**src/logic/usb_stream_pkg.sv**
```systemverilog
`default_nettype none

package usb_stream_pkg;

  // Payload and endpoint widths
  typedef logic [7:0] byte_t;
  typedef logic [3:0] endpt_t;

  // One stream beat; valid and ready travel beside it
  typedef struct packed {
    byte_t tdata;
    logic  tlast;  // Last byte of the packet
  } axis_beat_t;

  // Bulk IN endpoints served by this bridge
  localparam endpt_t USER_ENDPOINT = 4'd1;
  localparam endpt_t TELE_ENDPOINT = 4'd2;

endpackage

`default_nettype wire

```
**src/logic/telemetry_pkg.sv**
```systemverilog
`default_nettype none

package telemetry_pkg;

  // One logged copy of the core state byte
  typedef logic [7:0] tele_record_t;

  // Largest recorder FIFO the level type can describe
  localparam int unsigned TELE_DEPTH_MAX = 64;

  // Fill count, 0 to TELE_DEPTH_MAX inclusive
  typedef logic [$clog2(TELE_DEPTH_MAX + 1)-1:0] tele_level_t;

endpackage

`default_nettype wire

```
**src/logic/reset_sequencer.sv**
```systemverilog
`timescale 1ns/10ps
`default_nettype none

module reset_sequencer (
  input  wire  clock,
  input  wire  areset_n,
  input  wire  usb_bus_reset_i,
  output logic phy_reset_n_o,
  output logic usb_reset_o
);

  logic [3:0] stage_q;  // Release chain, stage 0 first

  always_ff @(posedge clock or negedge areset_n) begin
    if (!areset_n) begin
      stage_q <= '0;
    end else begin
      stage_q[2:0] <= {stage_q[1:0], 1'b1};
      stage_q[3]   <= stage_q[2] & ~usb_bus_reset_i;  // Bus reset pulls the core back
    end
  end

  assign phy_reset_n_o = stage_q[1];
  assign usb_reset_o   = ~stage_q[3];

  // The core must never leave reset before the PHY does
  core_after_phy: assert property (
    @(posedge clock) disable iff (!areset_n)
    !phy_reset_n_o |-> usb_reset_o
  );

endmodule

`default_nettype wire

```
**src/logic/in_source_select.sv**
```systemverilog
`timescale 1ns/10ps
`default_nettype none

module in_source_select
  import usb_stream_pkg::*, telemetry_pkg::*;
#(
  parameter int unsigned TELE_READY_LEVEL = 4
) (
  input  wire         clock,
  input  wire         areset_n,
  input  wire         reset_i,
  input  endpt_t      blk_endpt_i,
  input  wire         blk_in_ready_i,
  input  tele_level_t tele_level_i,
  input  wire         s_valid_i,
  input  axis_beat_t  s_beat_i,
  output logic        s_ready_o,
  input  wire         tele_valid_i,
  input  axis_beat_t  tele_beat_i,
  output logic        tele_ready_o,
  output logic        tele_sel_o,
  output logic        blk_in_ready_o,
  output logic        mux_valid_o,
  output axis_beat_t  mux_beat_o,
  input  wire         mux_ready_i
);

  logic tele_sel_q;
  logic blk_in_ready_q;

  always_ff @(posedge clock or negedge areset_n) begin
    if (!areset_n) begin
      tele_sel_q     <= 1'b0;
      blk_in_ready_q <= 1'b0;
    end else if (reset_i) begin
      tele_sel_q     <= 1'b0;
      blk_in_ready_q <= 1'b0;
    end else begin
      tele_sel_q     <= blk_endpt_i == TELE_ENDPOINT;
      // Enough telemetry queued counts as data to send
      blk_in_ready_q <= blk_in_ready_i ||
                        tele_level_i >= tele_level_t'(TELE_READY_LEVEL);
    end
  end

  assign tele_sel_o     = tele_sel_q;
  assign blk_in_ready_o = blk_in_ready_q;

  // 2:1 steering of the bulk IN stream
  assign mux_valid_o  = tele_sel_q ? tele_valid_i : s_valid_i;
  assign mux_beat_o   = tele_sel_q ? tele_beat_i : s_beat_i;
  assign s_ready_o    = ~tele_sel_q & mux_ready_i;
  assign tele_ready_o = tele_sel_q & mux_ready_i;

  only_one_source: assert property (
    @(posedge clock) disable iff (!areset_n)
    !(s_ready_o && tele_ready_o)
  );

endmodule

`default_nettype wire

```
**src/logic/axis_skid_buffer.sv**
```systemverilog
`timescale 1ns/10ps
`default_nettype none

module axis_skid_buffer
  import usb_stream_pkg::*;
(
  input  wire        clock,
  input  wire        areset_n,
  input  wire        reset_i,
  input  wire        s_valid_i,
  input  axis_beat_t s_beat_i,
  output logic       s_ready_o,
  output logic       m_valid_o,
  output axis_beat_t m_beat_o,
  input  wire        m_ready_i
);

  axis_beat_t out_q, skid_q;
  logic out_valid_q, skid_valid_q, ready_q;
  logic out_valid_d, skid_valid_d;
  logic accept, out_free, load_out, load_skid, skid_to_out;

  assign accept   = s_valid_i && ready_q;
  assign out_free = !out_valid_q || m_ready_i;  // Output register drains this cycle

  always_comb begin
    out_valid_d  = out_valid_q;
    skid_valid_d = skid_valid_q;
    load_out     = 1'b0;
    load_skid    = 1'b0;
    skid_to_out  = 1'b0;
    if (out_free) begin
      if (skid_valid_q) begin
        // Older beat first; input is stalled while the skid is full
        skid_to_out  = 1'b1;
        out_valid_d  = 1'b1;
        skid_valid_d = 1'b0;
      end else begin
        out_valid_d = accept;
        load_out    = accept;
      end
    end else if (accept) begin
      skid_valid_d = 1'b1;
      load_skid    = 1'b1;
    end
  end

  always_ff @(posedge clock or negedge areset_n) begin
    if (!areset_n) begin
      out_valid_q  <= 1'b0;
      skid_valid_q <= 1'b0;
      ready_q      <= 1'b0;
    end else if (reset_i) begin
      out_valid_q  <= 1'b0;
      skid_valid_q <= 1'b0;
      ready_q      <= 1'b0;
    end else begin
      out_valid_q  <= out_valid_d;
      skid_valid_q <= skid_valid_d;
      ready_q      <= !skid_valid_d;  // Low only with both entries full
    end
  end

  always_ff @(posedge clock) begin
    if (skid_to_out) begin
      out_q <= skid_q;
    end else if (load_out) begin
      out_q <= s_beat_i;
    end
    if (load_skid) skid_q <= s_beat_i;
  end

  assign s_ready_o = ready_q;
  assign m_valid_o = out_valid_q;
  assign m_beat_o  = out_q;

  hold_under_stall: assert property (
    @(posedge clock) disable iff (!areset_n || reset_i)
    m_valid_o && !m_ready_i |=> m_valid_o && $stable(m_beat_o)
  );

endmodule

`default_nettype wire

```
**src/logic/telemetry_recorder.sv**
```systemverilog
`timescale 1ns/10ps
`default_nettype none

module telemetry_recorder
  import usb_stream_pkg::*, telemetry_pkg::*;
#(
  parameter int unsigned TELE_DEPTH = 16
) (
  input  wire          clock,
  input  wire          areset_n,
  input  wire          reset_i,
  input  tele_record_t state_i,
  input  wire          blk_start_i,
  input  wire          tele_sel_i,
  output logic         m_valid_o,
  output axis_beat_t   m_beat_o,
  input  wire          m_ready_i,
  output tele_level_t  level_o,
  output logic         has_telemetry_o,
  output logic         overflow_o
);

  localparam int AW = $clog2(TELE_DEPTH);

  typedef logic [AW-1:0] ptr_t;
  typedef enum logic [0:0] {
    st_idle,
    st_send
  } rd_state_t;

  tele_record_t mem [TELE_DEPTH];
  tele_record_t last_q;  // Last value seen on state_i
  ptr_t         wr_ptr_q, rd_ptr_q;
  tele_level_t  level_q;
  tele_level_t  count_q;  // Records left in the current packet
  logic         overflow_q;
  rd_state_t    state_q;
  logic         full, change, push, pop;

  assign full   = level_q == tele_level_t'(TELE_DEPTH);
  assign change = state_i != last_q;
  assign push   = change && !full;
  assign pop    = m_valid_o && m_ready_i;

  always_ff @(posedge clock) begin
    if (push) mem[wr_ptr_q] <= state_i;
  end

  always_ff @(posedge clock or negedge areset_n) begin
    if (!areset_n) begin
      last_q     <= '0;
      wr_ptr_q   <= '0;
      rd_ptr_q   <= '0;
      level_q    <= '0;
      count_q    <= '0;
      overflow_q <= 1'b0;
      state_q    <= st_idle;
    end else if (reset_i) begin
      last_q     <= '0;
      wr_ptr_q   <= '0;
      rd_ptr_q   <= '0;
      level_q    <= '0;
      count_q    <= '0;
      overflow_q <= 1'b0;
      state_q    <= st_idle;
    end else begin
      if (change) last_q <= state_i;
      if (change && full) overflow_q <= 1'b1;  // Sticky until reset
      if (push) wr_ptr_q <= wr_ptr_q + 1'b1;
      if (pop) rd_ptr_q <= rd_ptr_q + 1'b1;
      level_q <= level_q + tele_level_t'(push) - tele_level_t'(pop);

      case (state_q)
        st_idle: begin
          // Snapshot the level, later records wait for the next read
          if (blk_start_i && tele_sel_i && level_q != '0) begin
            count_q <= level_q;
            state_q <= st_send;
          end
        end
        st_send: begin
          if (pop) begin
            count_q <= count_q - 1'b1;
            if (count_q == tele_level_t'(1)) state_q <= st_idle;
          end
        end
        default: state_q <= st_idle;
      endcase
    end
  end

  assign m_valid_o       = state_q == st_send;
  assign m_beat_o        = '{tdata: byte_t'(mem[rd_ptr_q]),
                             tlast: count_q == tele_level_t'(1)};
  assign level_o         = level_q;
  assign has_telemetry_o = level_q != '0;
  assign overflow_o      = overflow_q;

  level_bounded: assert property (
    @(posedge clock) disable iff (!areset_n)
    level_q <= tele_level_t'(TELE_DEPTH)
  );

  no_read_when_empty: assert property (
    @(posedge clock) disable iff (!areset_n || reset_i)
    pop |-> level_q != '0
  );

endmodule

`default_nettype wire

```
**src/logic/bulk_in_bridge.sv**
```systemverilog
`timescale 1ns/10ps
`default_nettype none

module bulk_in_bridge
  import usb_stream_pkg::*, telemetry_pkg::*;
#(
  parameter int unsigned TELE_DEPTH       = 16,
  parameter int unsigned TELE_READY_LEVEL = 4
) (
  input  wire          clock,
  input  wire          areset_n,
  input  wire          usb_bus_reset_i,
  output logic         phy_reset_n_o,
  output logic         usb_reset_o,
  input  wire          blk_in_ready_i,
  input  wire          blk_start_i,
  input  endpt_t       blk_endpt_i,
  input  tele_record_t state_i,
  input  wire          s_axis_valid_i,
  input  axis_beat_t   s_axis_beat_i,
  output logic         s_axis_ready_o,
  output logic         blk_in_ready_o,
  output logic         has_telemetry_o,
  output logic         tele_overflow_o,
  output logic         m_axis_valid_o,
  output axis_beat_t   m_axis_beat_o,
  input  wire          m_axis_ready_i
);

  logic        tele_sel, tele_valid, tele_ready;
  logic        mux_valid, mux_ready;
  axis_beat_t  tele_beat, mux_beat;
  tele_level_t tele_level;

  reset_sequencer u_reset_seq (
    .clock           (clock),
    .areset_n        (areset_n),
    .usb_bus_reset_i (usb_bus_reset_i),
    .phy_reset_n_o   (phy_reset_n_o),
    .usb_reset_o     (usb_reset_o)
  );

  in_source_select #(
    .TELE_READY_LEVEL (TELE_READY_LEVEL)
  ) u_select (
    .clock          (clock),
    .areset_n       (areset_n),
    .reset_i        (usb_reset_o),
    .blk_endpt_i    (blk_endpt_i),
    .blk_in_ready_i (blk_in_ready_i),
    .tele_level_i   (tele_level),
    .s_valid_i      (s_axis_valid_i),
    .s_beat_i       (s_axis_beat_i),
    .s_ready_o      (s_axis_ready_o),
    .tele_valid_i   (tele_valid),
    .tele_beat_i    (tele_beat),
    .tele_ready_o   (tele_ready),
    .tele_sel_o     (tele_sel),
    .blk_in_ready_o (blk_in_ready_o),
    .mux_valid_o    (mux_valid),
    .mux_beat_o     (mux_beat),
    .mux_ready_i    (mux_ready)
  );

  axis_skid_buffer u_skid (
    .clock     (clock),
    .areset_n  (areset_n),
    .reset_i   (usb_reset_o),
    .s_valid_i (mux_valid),
    .s_beat_i  (mux_beat),
    .s_ready_o (mux_ready),
    .m_valid_o (m_axis_valid_o),
    .m_beat_o  (m_axis_beat_o),
    .m_ready_i (m_axis_ready_i)
  );

  telemetry_recorder #(
    .TELE_DEPTH (TELE_DEPTH)
  ) u_telemetry (
    .clock           (clock),
    .areset_n        (areset_n),
    .reset_i         (usb_reset_o),
    .state_i         (state_i),
    .blk_start_i     (blk_start_i),
    .tele_sel_i      (tele_sel),
    .m_valid_o       (tele_valid),
    .m_beat_o        (tele_beat),
    .m_ready_i       (tele_ready),
    .level_o         (tele_level),
    .has_telemetry_o (has_telemetry_o),
    .overflow_o      (tele_overflow_o)
  );

endmodule

`default_nettype wire

```
**config.mk**
```make
export PLATFORM = sky130hd
export DESIGN_NAME = bulk_in_bridge
export DESIGN_NICKNAME = d
export VERILOG_FILES = /design/src/logic/usb_stream_pkg.sv /design/src/logic/telemetry_pkg.sv /design/src/logic/reset_sequencer.sv /design/src/logic/in_source_select.sv /design/src/logic/axis_skid_buffer.sv /design/src/logic/telemetry_recorder.sv /design/src/logic/bulk_in_bridge.sv
export SDC_FILE = /design/constraint.sdc
export NUM_CORES = 1
export LEC_CHECK = 0
export BUFFER_PORTS_ARGS = -buffer_cell sky130_fd_sc_hd__buf_2
export CORE_ASPECT_RATIO = 1.5
export CORE_MARGIN = 10
export CORE_UTILIZATION = 30
export CTS_CLUSTER_SIZE = 40
export DETAILED_ROUTE_END_ITERATION = 16
export PLACE_DENSITY_LB_ADDON = 0.12
export SYNTH_ARGS = -nofsm -noshare
export SYNTH_HDL_FRONTEND = slang
export SYNTH_HIERARCHICAL = 1
export SYNTH_SLANG_ARGS = --single-unit
export TNS_END_PERCENT = 50
```
**constraint.sdc**
```tcl
create_clock -name clock -period 8 [get_ports clock]
set_clock_uncertainty 0.15 [all_clocks]
set_input_delay 1.6 -clock clock [delete_from_list [all_inputs] [get_ports clock]]
set_output_delay 1.6 -clock clock [all_outputs]
set_load 0.05 [all_outputs]
```
==> results.md, run 1 <==
- CTS Hold Bufs: 0
- Vias: 4228
- Worst path slowest cell: nor4_1
- CP max FO: 18
- Placed cell count: 845
- Yosys warns: 6
- Top delay family on crit path: adder cells
- Antenna viol nets, final: 0
- Multi-input logic area: 2679 um2
- Post-CTS Setup Inserts: 0
- Synth Cell Area: 8213 um2
- Max Transition Viols Final: 0
- Worst-skew pair later-pin latency: 0.44 ns
- Period minus WS final: 4.829 ns
- Nets: 567
- Most repeated cell in the gate-level netlist after synthesis: edfxtp_1
- Hold Crit Class: register to register
- Worst path cell trace: buf_2 -> xor2_1 -> nor4_1 -> a21oi_2 -> inv_2 -> ha_1 -> inv_1 -> ha_1 -> inv_1 -> fa_1 -> nand2b_1 -> a21oi_1 -> o21a_1 -> o211ai_1
- Seq/Total Area, Yosys: 0.6587
- CP endpoint kind: register
- DRC viols: 0
- Initial antenna violation count: 0
- Clock buffer depth: 2
- CP Launch Type: input pin
- Synthesized flop and latch total: 187
- Global-route wire length before repair: 29100 um
- Synth Instances: 470
- Initial DRT Pass Iterations: 4
- EDFF count, synth: 146
- WL per Instance: 22.19 um
- Final hold vios: 0
- Largest net degree at the start of global routing: 43
- Synthesized area per cell: 17.47 um2
- Finished Layout Cells: 878
- CTS tree: built
- Buffers plus inverters on the worst setup path: 4
- Rows: 74
- Area Growth Syn to Fin: 15.72%
- Via density: 4.815
- FMAX: 0.2071 GHz
- DP HPWL: 12610 um
- CTS root buf: clkbuf_16
- Die W: 155.1 um
- Pin slew with the least headroom to its limit: 0.9735 ns
- Post-synth top area share: 0.5338
- Commonest cells post-synth: edfxtp_1 (146), dfrtp_1 (41), mux4_1 (30), nor2_1 (24)
- Number of max-cap violations: 0
- Die area: 34530 um2
- Leading area contributor after synthesis: edfxtp_1
- Core region area: 27130 um2
- # fillers: 2593
- Num CTS Buffers: 17
- Total grt overflow: 0
- Rel. slew slack: 0.3483
- Async SR Flop Fraction: 0.2193
- Number of global-route vias before repair: 4533
- Register Area: 5411 um2
- CP Class: input pin to register
- Top FF cell, synth: edfxtp_1
- Top post-synthesis cells by area: edfxtp_1 (53%), dfrtp_1 (12%), mux4_1 (9.6%), mux2_4 (3.1%), mux4_2 (2.7%)
- RSZ-0062 raised after global routing: false
- Pwr dens: 220.2 nW/um2
- H-tree Lvls: 4
- Layout cell share with drive strength beyond 1: 0.2542
- CTS clk-pin slew, worst paths: 0.07 ns
- Initial DRC Count: 189
- Starting density of the core: 0.3027
- GPL Wtd Cong: 0.7236
- Period utilization: 0.6037
- Post-CTS Resized: 0
- Post-Syn Nets: 515
- Crit path DAT: 4.98 ns
- Crit path required time: 8.15 ns
- Setup_tns: 0 ns
- Final Setup Violations: 0
- Number of clock sinks: 187
- Port bufs: 43
- Outcome: complete, no violations
- Maximum vdd drop: 0.1412 mV
- CP max stage delay: 0.67 ns
- Fin Hold WS: 0.2007 ns
- GRT Util Overall: 0.1150
- Post-synthesis cell type count: 59
- Number of top-level design ports: 44
- Routed WL: 19490 um
- Die Y: 222.6 um
- LEAKAGE: 0.003422 uW
## kinds of logic after synthesis
| kind of cell | after synthesis | share of synthesized area |
|---|---|---|
| buf+inv | 42 | 0.02483 |
| flops | 187 | 0.6587 |
| fa+ha+maj | 17 | 0.02681 |
| xor+xnor | 16 | 0.01706 |
| other cells | 1 | 0.0004566 |
| mux | 65 | 0.1651 |
| compound gates | 40 | 0.03413 |
| simple gates | 102 | 0.07282 |
## worst reg2reg max path: stages (launching register included)
cell	delay, ns
dfrtp_1	0.41
inv_1	0.13
ha_1	0.15
nor4b_2	0.31
and2_1	0.33
a21oi_2	0.12
inv_2	0.36
ha_1	0.31
inv_1	0.05
ha_1	0.15
inv_1	0.05
fa_1	0.40
nand2b_1	0.16
a21oi_1	0.31
o21a_1	0.19
o211ai_1	0.10
## worst paths after layout
path	start	slack [ns]	endpoint	cells after the start
max	state_i[4]	3.17	u_telemetry/level_o[6]	14
min	u_reset_seq/stage_q[0]	0.20	u_reset_seq/stage_q[1]	0
max reg2reg	u_telemetry/level_o[2]	4.20	u_telemetry/level_o[6]	15
min reg2reg	u_reset_seq/stage_q[0]	0.20	u_reset_seq/stage_q[1]	0
max in group asynchronous	areset_n	6.14	u_telemetry/rd_ptr_q[1]	2
min in group asynchronous	areset_n	1.11	u_telemetry/count_q[2]	2
## metrics by stage
stage	total power (uW)	utilization	cell area (um2)	setup slack, ns
6_report	2093	0.3503	9504	3.171
5_1_grt	2173	0.3502	9502	2.832
4_1_cts	2124	0.3502	9502	3.202
3_5_place_dp	1252	0.3282	8902	2.725
3_3_place_gp	1250	0.3282	8902	2.865
2_1_floorplan	1191	-	8213	3.613
## registers in the layout, summed over array words and instances, names as in the netlist
signal / count
u_telemetry/m_valid_o: 1
u_telemetry/rd_ptr_q: 4
u_telemetry/count_q: 7
u_skid/s_ready_o: 1
u_telemetry/mem: 128
u_telemetry/overflow_o: 1
u_select/blk_in_ready_o: 1
u_skid/m_valid_o: 1
u_skid/m_beat_o: 9
u_telemetry/level_o: 7
u_skid/skid_valid_q: 1
u_skid/skid_q: 9
u_telemetry/last_q: 8
u_select/tele_sel_o: 1
u_telemetry/wr_ptr_q: 4
u_reset_seq/stage_q: 4
## per-layer routing
metal	wire length (um)	GRT usage	share of wire
met1	8094	0.1312	0.42
met2	10320	0.2037	0.53
met3	705	0.02572	0.036
met4	367	0.04216	0.019
met5	0	0	0
## cells in the final DEF, fill, tap and decap left out, types with 2 or more instances in the layout
cell	instances
o211ai_1	2
a21oi_1	12
nor3b_1	2
inv_6	2
a211o_1	2
clkinvlp_4	4
ha_1	16
nand2_1	13
mux2_4	17
buf_2	43
mux4_2	10
mux2i_1	2
nand3b_1	2
nand2b_1	3
o21ai_0	3
dfrtp_1	40
mux4_1	30
nor4_1	8
xor2_1	11
a211oi_1	3
edfxtp_1	146
clkinv_1	2
nor2_1	24
xnor2_1	5
nor2b_1	11
nand3_1	7
clkbuf_1	2
buf_4	13
clkbuf_16	17
nor4b_4	4
a22o_1	7
inv_1	17
and4b_1	3
o21a_1	2
nor3_2	4
mux2_2	6
nor3_1	9
bufinv_16	3
## report_power, final
group	internal, uW	switching [uW]
combinational	52.1	94.5
sequential	1070	10.1
clock	494	372
total	1620	476
## layout make-up
class                      instances  area share
sequential                       187      0.5694
multi-input combinational        241      0.2819
clock buffer                      19     0.04555
tap                              342     0.04502
timing repair buffer              56     0.03291
clock inverter                    13     0.01751
inverter                          19    0.007504
antenna                            1   0.0002633
(Power assumes the default switching activity.)
==> run 2, diff against run 1 <==
==> constraint.sdc (replaced) <==
create_clock -name clock -period 4.1 [get_ports clock]
set_clock_uncertainty 0.15 [all_clocks]
set_input_delay 0.82 -clock clock [delete_from_list [all_inputs] [get_ports clock]]
set_output_delay 0.82 -clock clock [all_outputs]
set_load 0.05 [all_outputs]
==> results.md, run 2 (synthesis results as in run 1) <==
- LEAKAGE: 0.003493 uW (was 0.003422 uW)
- Number of flip-flops in the largest register: 128 (unchanged)
- Most frequent cells in the layout: edfxtp_1 (146), buf_2 (43), dfrtp_1 (41) (was edfxtp_1 (146), buf_2 (43), dfrtp_1 (40))
- CP max FO: 18 (unchanged)
- Worst r2r src: u_telemetry/level_o[2] (unchanged)
- Num CTS Buffers: 17 (unchanged)
- Antenna viol nets, final: 0 (unchanged)
- Global-route wire length before repair: 29320 um (was 29100 um)
- Vias: 4315 (was 4228)
- Worst hold endpoint: u_reset_seq/stage_q[1] (unchanged)
- Die area: 34530 um2 (unchanged)
- Top reg by flops: u_telemetry/mem (unchanged)
- Via density: 4.843 (was 4.815)
- Nets: 581 (was 567)
- Fin Hold WS: 0.2097 ns (was 0.2007 ns)
- Initial antenna violation count: 0 (unchanged)
- Number of global-route vias before repair: 4485 (was 4533)
- Worst r2r path cells: 15 (unchanged)
- Final hold vios: 0 (unchanged)
- CTS root buf: clkbuf_16 (unchanged)
- Clock buffer depth: 2 (unchanged)
- Crit path required time: 4.26 ns (was 8.15 ns)
- RSZ-0062 raised after global routing: false (unchanged)
- Max Transition Viols Final: 0 (unchanged)
- Layout cell share with drive strength beyond 1: 0.2678 (was 0.2542)
- Initial DRT Pass Iterations: 4 (unchanged)
- Total grt overflow: 0 (unchanged)
- Number of clock sinks: 187 (unchanged)
- Final Setup Violations: 0 (unchanged)
- Routed WL: 19680 um (was 19490 um)
- CP Launch Type: input pin (unchanged)
- Rows: 74 (unchanged)
- Inserted Diodes: 0 (was 1)
- Pin slew with the least headroom to its limit: 1.049 ns (was 0.9735 ns)
- Outcome: complete, no violations (unchanged)
- Period utilization: 0.8583
- Worst r2r dst: u_telemetry/level_o[6] (unchanged)
- Area Growth Syn to Fin: 16.77% (was 15.72%)
- Number of top-level design ports: 44 (unchanged)
- Port bufs: 43 (unchanged)
- Largest net degree at the start of global routing: 42 (was 43)
- Core region area: 27130 um2 (unchanged)
- GPL Wtd Cong: 0.7478 (was 0.7236)
- WL per Instance: 22.09 um (was 22.19 um)
- Initial DRC Count: 230 (was 189)
- Maximum vdd drop: 0.2666 mV (was 0.1412 mV)
- Pwr dens: 435.7 nW/um2 (was 220.2 nW/um2)
- Crit path DAT: 3.68 ns (was 4.98 ns)
- Setup_tns: 0 ns (unchanged)
- CP endpoint kind: register (unchanged)
- GRT Util Overall: 0.1160 (was 0.1150)
- CP Class: input pin to register (unchanged)
- DRC viols: 0 (unchanged)
- Period minus WS final: 3.519 ns
- Most common cell after layout, fill and taps aside: edfxtp_1 (unchanged)
- Die Y: 222.6 um (unchanged)
- Die W: 155.1 um (unchanged)
- Number of max-cap violations: 0 (unchanged)
- Core Util, Final: 0.3535 (was 0.3503)
- H-tree Lvls: 4 (unchanged)
- Hold Crit Class: register to register (unchanged)
- Starting density of the core: 0.3027 (unchanged)
- # fillers: 2581 (was 2593)
- Rel. slew slack: 0.3005 (was 0.3483)
- DP HPWL: 12980 um (was 12610 um)
- Multi-input logic area: 2624 um2 (was 2679 um2)
- CTS Hold Bufs: 0 (unchanged)
- CTS tree: built (unchanged)
- FMAX: 0.2842 GHz
- Post-CTS Resized: 0 (unchanged)
- CTS clk-pin slew, worst paths: 0.07 ns (about the same)
- Worst-skew pair later-pin latency: 0.44 ns (about the same)
- Flop-to-flop setup slack: 0.82 ns (was 4.20 ns)
- Hold_sp: u_reset_seq/stage_q[0] (unchanged)
- Register Area: 5410 um2 (was 5411 um2)
- Post-CTS Setup Inserts: 0 (unchanged)
- Hold Path Stages: 0 (unchanged)
## run 2: changes by cell type in the layout (fill, tap and decap cells not counted), moves of 2 or more
cell / before / now
nor4b_2: 1 / 5
buf_4: 13 / 27
clkinvlp_4: 4 / 2
nor4b_4: 4 / 0
nor3_2: 4 / 0
nor3_1: 9 / 13
## run 2: layout make-up
class                   instances  area share
clock buffers                  18     0.04475
clock inverters                14     0.02192
inverters                      19    0.007436
multi-input cells             241      0.2736
flip-flops and latches        187      0.5641
well taps                     342     0.04462
repair buffers                 70     0.04357
## run 2: worst max-delay path by stage
stage	from	end	slack, ns	depth (start not counted)
3_5_place_dp	state_i[3]	u_telemetry/level_o[6]	0.14	14
4_1_cts	state_i[3]	u_telemetry/level_o[6]	0.61	14
6_report	state_i[3]	u_telemetry/level_o[6]	0.58	14
5_1_grt	state_i[3]	u_telemetry/level_o[6]	0.41	14
2_1_floorplan	state_i[2]	u_telemetry/level_o[6]	0.49	14
3_3_place_gp	state_i[3]	u_telemetry/level_o[6]	0.19	14
## run 2: critical path, stage by stage
cell and delay (ns):
buf_2 0.26, xor2_1 0.16, nor4_1 0.62, a21oi_2 0.15, inv_2 0.09, ha_1 0.21
inv_1 0.06, ha_1 0.16, inv_1 0.05, fa_1 0.39, nand2b_1 0.16, a21oi_1 0.27
o21a_1 0.17, o211ai_1 0.10
## run 2: report_power, final
part           total [uW]  leakage, uW  switching [uW]  internal, uW
clock                1780     0.000308             744          1040
sequential           2110      0.00188            19.2          2090
combinational         290      0.00130             185           105
total                4180      0.00349             949          3230
## run 2: metal layers
layer | part of all wire | global-route usage
met3 | 0.029 | 0.02746
met5 | 0 | 0
met4 | 0.025 | 0.04400
met2 | 0.54 | 0.2072
met1 | 0.40 | 0.1294
## run 2: per-stage QoR
stage	cell area [um2]	cells	setup WS, ns	power [uW]
2_1_floorplan	8213	470	0.4932	2323
3_3_place_gp	8951	859	0.1928	2441
3_5_place_dp	8951	859	0.1366	2443
4_1_cts	9590	891	0.6112	4236
5_1_grt	9590	891	0.4075	4335
6_report	9590	891	0.5810	4178
==> run 3, diff against run 2 <==
--- a/config.mk
+++ b/config.mk
@@ -14,6 +14,5 @@
 export PLACE_DENSITY_LB_ADDON = 0.12
 export SYNTH_ARGS = -nofsm -noshare
 export SYNTH_HDL_FRONTEND = slang
-export SYNTH_HIERARCHICAL = 1
 export SYNTH_SLANG_ARGS = --single-unit
 export TNS_END_PERCENT = 50
==> results.md, run 3 <==
- Initial antenna violation count: 0 (unchanged)
- Number of flip-flops in the largest register: 128 (unchanged)
- Top FF cell, synth: edfxtp_1 (unchanged)
- Seq/Total Area, Yosys: 0.6775 (was 0.6587)
- Die Y: 219.8 um (was 222.6 um)
- DP HPWL: 14050 um (was 12980 um)
- Post-synthesis cell type count: 49 (was 59)
- DRC viols: 0 (unchanged)
- Total Power: 3995 uW (was 4178 uW)
- Simple-gate share of the synthesized area: 0.08367 (was 0.07282)
- WL per Instance: 22.57 um (was 22.09 um)
- Top delay family on crit path: compound AO/OA/AOI/OAI gates (was simple AND/OR/NAND/NOR gates)
- Clock buffer depth: 2 (unchanged)
- Post-Place Setup Slack: 0.4685 ns (was 0.1366 ns)
- Crit path required time: 4.27 ns (was 4.26 ns)
- Inserted Diodes: 0 (unchanged)
- Number of top-level design ports: 44 (unchanged)
- Die area: 33680 um2 (was 34530 um2)
- Top post-synthesis cells by area: edfxtp_1 (55%), dfrtp_1 (13%), mux4_2 (4.5%), mux2i_1 (3.9%), ha_1 (3.0%) (was edfxtp_1 (53%), dfrtp_1 (12%), mux4_1 (9.6%), mux2_4 (3.1%), mux4_2 (2.7%))
- Final hold vios: 0 (unchanged)
- Post-CTS Resized: 0 (unchanged)
- Nets: 613 (was 581)
- Core region area: 26400 um2 (was 27130 um2)
- Outcome: complete, no violations (unchanged)
- Buffers plus inverters on the worst setup path: 1 (was 4)
- CTS clk-pin slew, worst paths: 0.07 ns (about the same)
- Pwr dens: 435.7 nW/um2 (about the same)
- Post-synth top area share: 0.5490 (was 0.5338)
- Rows: 73 (was 74)
- Routed WL: 20650 um (was 19680 um)
- Synthesized area per cell: 15.54 um2 (was 17.47 um2)
- H-tree Lvls: 4 (unchanged)
- Most common cell after layout, fill and taps aside: edfxtp_1 (unchanged)
- XOR/XNOR share of the synthesized area: 0.02194 (was 0.01706)
- Max Transition Viols Final: 0 (unchanged)
- CTS root buf: clkbuf_16 (unchanged)
- Synthesized flop and latch total: 187 (unchanged)
- Antenna viol nets, final: 0 (unchanged)
- Vias: 4411 (was 4315)
- Hold Path Stages: 0 (unchanged)
- Period minus WS final: 3.185 ns (was 3.519 ns)
- Leading area contributor after synthesis: edfxtp_1 (unchanged)
- Most repeated cell in the gate-level netlist after synthesis: edfxtp_1 (unchanged)
- Async SR Flop Fraction: 0.2193 (unchanged)
- Most frequent cells in the layout: edfxtp_1 (146), buf_2 (43), dfrtp_1 (39) (was edfxtp_1 (146), buf_2 (43), dfrtp_1 (41))
- FMAX: 0.3140 GHz (was 0.2842 GHz)
- Initial DRT Pass Iterations: 4 (unchanged)
- GRT Util Overall: 0.1237 (was 0.1160)
- Period utilization: 0.7768 (was 0.8583)
- GPL Wtd Cong: 0.7590 (was 0.7478)
- CP Launch Type: input pin (unchanged)
- Critical Path Stages: 11 (was 14)
- Commonest cells post-synth: edfxtp_1 (146), dfrtp_1 (41), nor2_1 (37), mux2i_1 (31), a21oi_1 (22) (was edfxtp_1 (146), dfrtp_1 (41), mux4_1 (30), nor2_1 (24))
- # fillers: 2530 (was 2581)
- CP max FO: 18 (unchanged)
- Yosys warns: 0 (was 6)
- Post-Syn Nets: 562 (was 515)
- Worst path cell trace: buf_2 -> xnor2_1 -> nand4_1 -> o21a_1 -> ha_1 -> fa_1 -> a21oi_1 -> o21bai_1 -> a21oi_1 -> nor3_1 -> a311o_1 (was buf_2 -> xor2_1 -> nor4_1 -> a21oi_2 -> inv_2 -> ha_1 -> inv_1 -> ha_1 -> inv_1 -> fa_1 -> nand2b_1 -> a21oi_1 -> o21a_1 -> o211ai_1)
- Total grt overflow: 0 (unchanged)
- CP max stage delay: 0.40 ns (was 0.62 ns)
- Via density: 4.821 (was 4.843)
- Global-route wire length before repair: 30620 um (was 29320 um)
- Crit path DAT: 3.36 ns (was 3.68 ns)
- Num CTS Buffers: 17 (unchanged)
- Layout cell share with drive strength beyond 1: 0.2163 (was 0.2678)
- Final Setup Violations: 0 (unchanged)
- Synth Instances: 514 (was 470)
- Number of global-route vias before repair: 4792 (was 4485)
- Top reg by flops: u_telemetry.mem (was u_telemetry/mem)
- Worst r2r path cells: 10 (was 15)
- Rel. slew slack: 0.3464 (was 0.3005)
- Compound-Gate Fraction of Synth Area: 0.05374 (was 0.03413)
- Initial DRC Count: 230 (unchanged)
- CP endpoint kind: register (unchanged)
- Pin slew with the least headroom to its limit: 0.9803 ns (was 1.049 ns)
- Post-route setup slack: 0.9149 ns (was 0.5810 ns)
- EDFF count, synth: 146 (unchanged)
- Worst path slowest cell: fa_1 (was nor4_1)
- Worst-skew pair later-pin latency: 0.44 ns (about the same)
- Adder-Cell Fraction of Synth Area: 0.03228 (was 0.02681)
- Number of max-cap violations: 0 (unchanged)
- Die W: 153.2 um (was 155.1 um)
- Main combinational cell family by area after synthesis: multiplexers (unchanged)
- LEAKAGE: 0.003237 uW (was 0.003493 uW)
- Setup_tns: 0 ns (unchanged)
- RSZ-0062 raised after global routing: false (unchanged)
- CTS tree: built (unchanged)
- CP most frequent cell: a21oi_1
- CTS Hold Bufs: 0 (unchanged)
- Post-CTS Setup Inserts: 0 (unchanged)
- Mux cell area share after synthesis: 0.1065 (was 0.1651)
- Hold Crit Class: register to register (unchanged)
- Starting density of the core: 0.3025 (was 0.3027)
- CP Class: input pin to register (unchanged)
- Number of clock sinks: 187 (unchanged)
- Port bufs: 43 (unchanged)
- Area Growth Syn to Fin: 14.81% (was 16.77%)
- Maximum vdd drop: 0.3071 mV (was 0.2666 mV)
- Largest net degree at the start of global routing: 42 (unchanged)
- Synth Cell Area: 7985 um2 (was 8213 um2)
run 3: kinds of logic (layout without fill, tap and decap cells):
family,count (synthesis),count (layout)
compound gates,64,64
xor+xnor,20,20
fa+ha+maj,20,20
buf+inv,41,105
flops,187,187
mux,60,60
other cells,1,1
simple gates,121,121
run 3: final cells by class:
| cell class | count | area (um2) | area share |
|---|---|---|---|
| clock buffer | 17 | 425.4 | 0.04640 |
| inverter | 19 | 71.32 | 0.007779 |
| timing repair buffer | 54 | 310.3 | 0.03385 |
| sequential | 187 | 5413 | 0.5904 |
| multi-input combinational | 286 | 2385 | 0.2601 |
| tap | 337 | 421.7 | 0.04599 |
| clock inverter | 15 | 141.4 | 0.01542 |
run 3: power breakdown:
part           switching (uW)  internal (uW)  total [uW]  leakage (uW)
sequential               21.5           2090        2110       0.00188
clock                     751            849        1600      0.000273
combinational             190           93.8         284       0.00109
run 3: worst paths after layout:
kind / startpoint / endpoint / slack, ns
worst max register to register: u_telemetry.m_valid_o / u_telemetry.level_o[6] / 1.05
worst max-delay path: state_i[1] / u_telemetry.level_o[6] / 0.91
max in group asynchronous: areset_n / u_telemetry.rd_ptr_q[1] / 2.75
worst min register to register: u_reset_seq.stage_q[0] / u_reset_seq.stage_q[1] / 0.21
min in group asynchronous: areset_n / u_telemetry.count_q[5] / 0.38
worst min-delay path: u_reset_seq.stage_q[0] / u_reset_seq.stage_q[1] / 0.21
run 3: layer usage:
layer | global-route usage | up-vias | part of all wire
li1 | - | 2045 | -
met1 | 0.1335 | 2267 | 0.40
met2 | 0.2301 | 82 | 0.55
met3 | 0.02946 | 17 | 0.040
met4 | 0.04302 | 0 | 0.016
met5 | 0 | - | 0
run 3: through the flow:
step | std cells | utilization | hold WS (ns) | instance area, um2
2_1_floorplan | 514 | - | 0.1812 | 7985
3_3_place_gp | 883 | 0.3258 | 0.1925 | 8601
3_5_place_dp | 883 | 0.3258 | 0.1863 | 8601
4_1_cts | 915 | 0.3473 | 0.2121 | 9168
5_1_grt | 915 | 0.3473 | 0.2227 | 9168
6_report | 915 | 0.3473 | 0.2072 | 9168
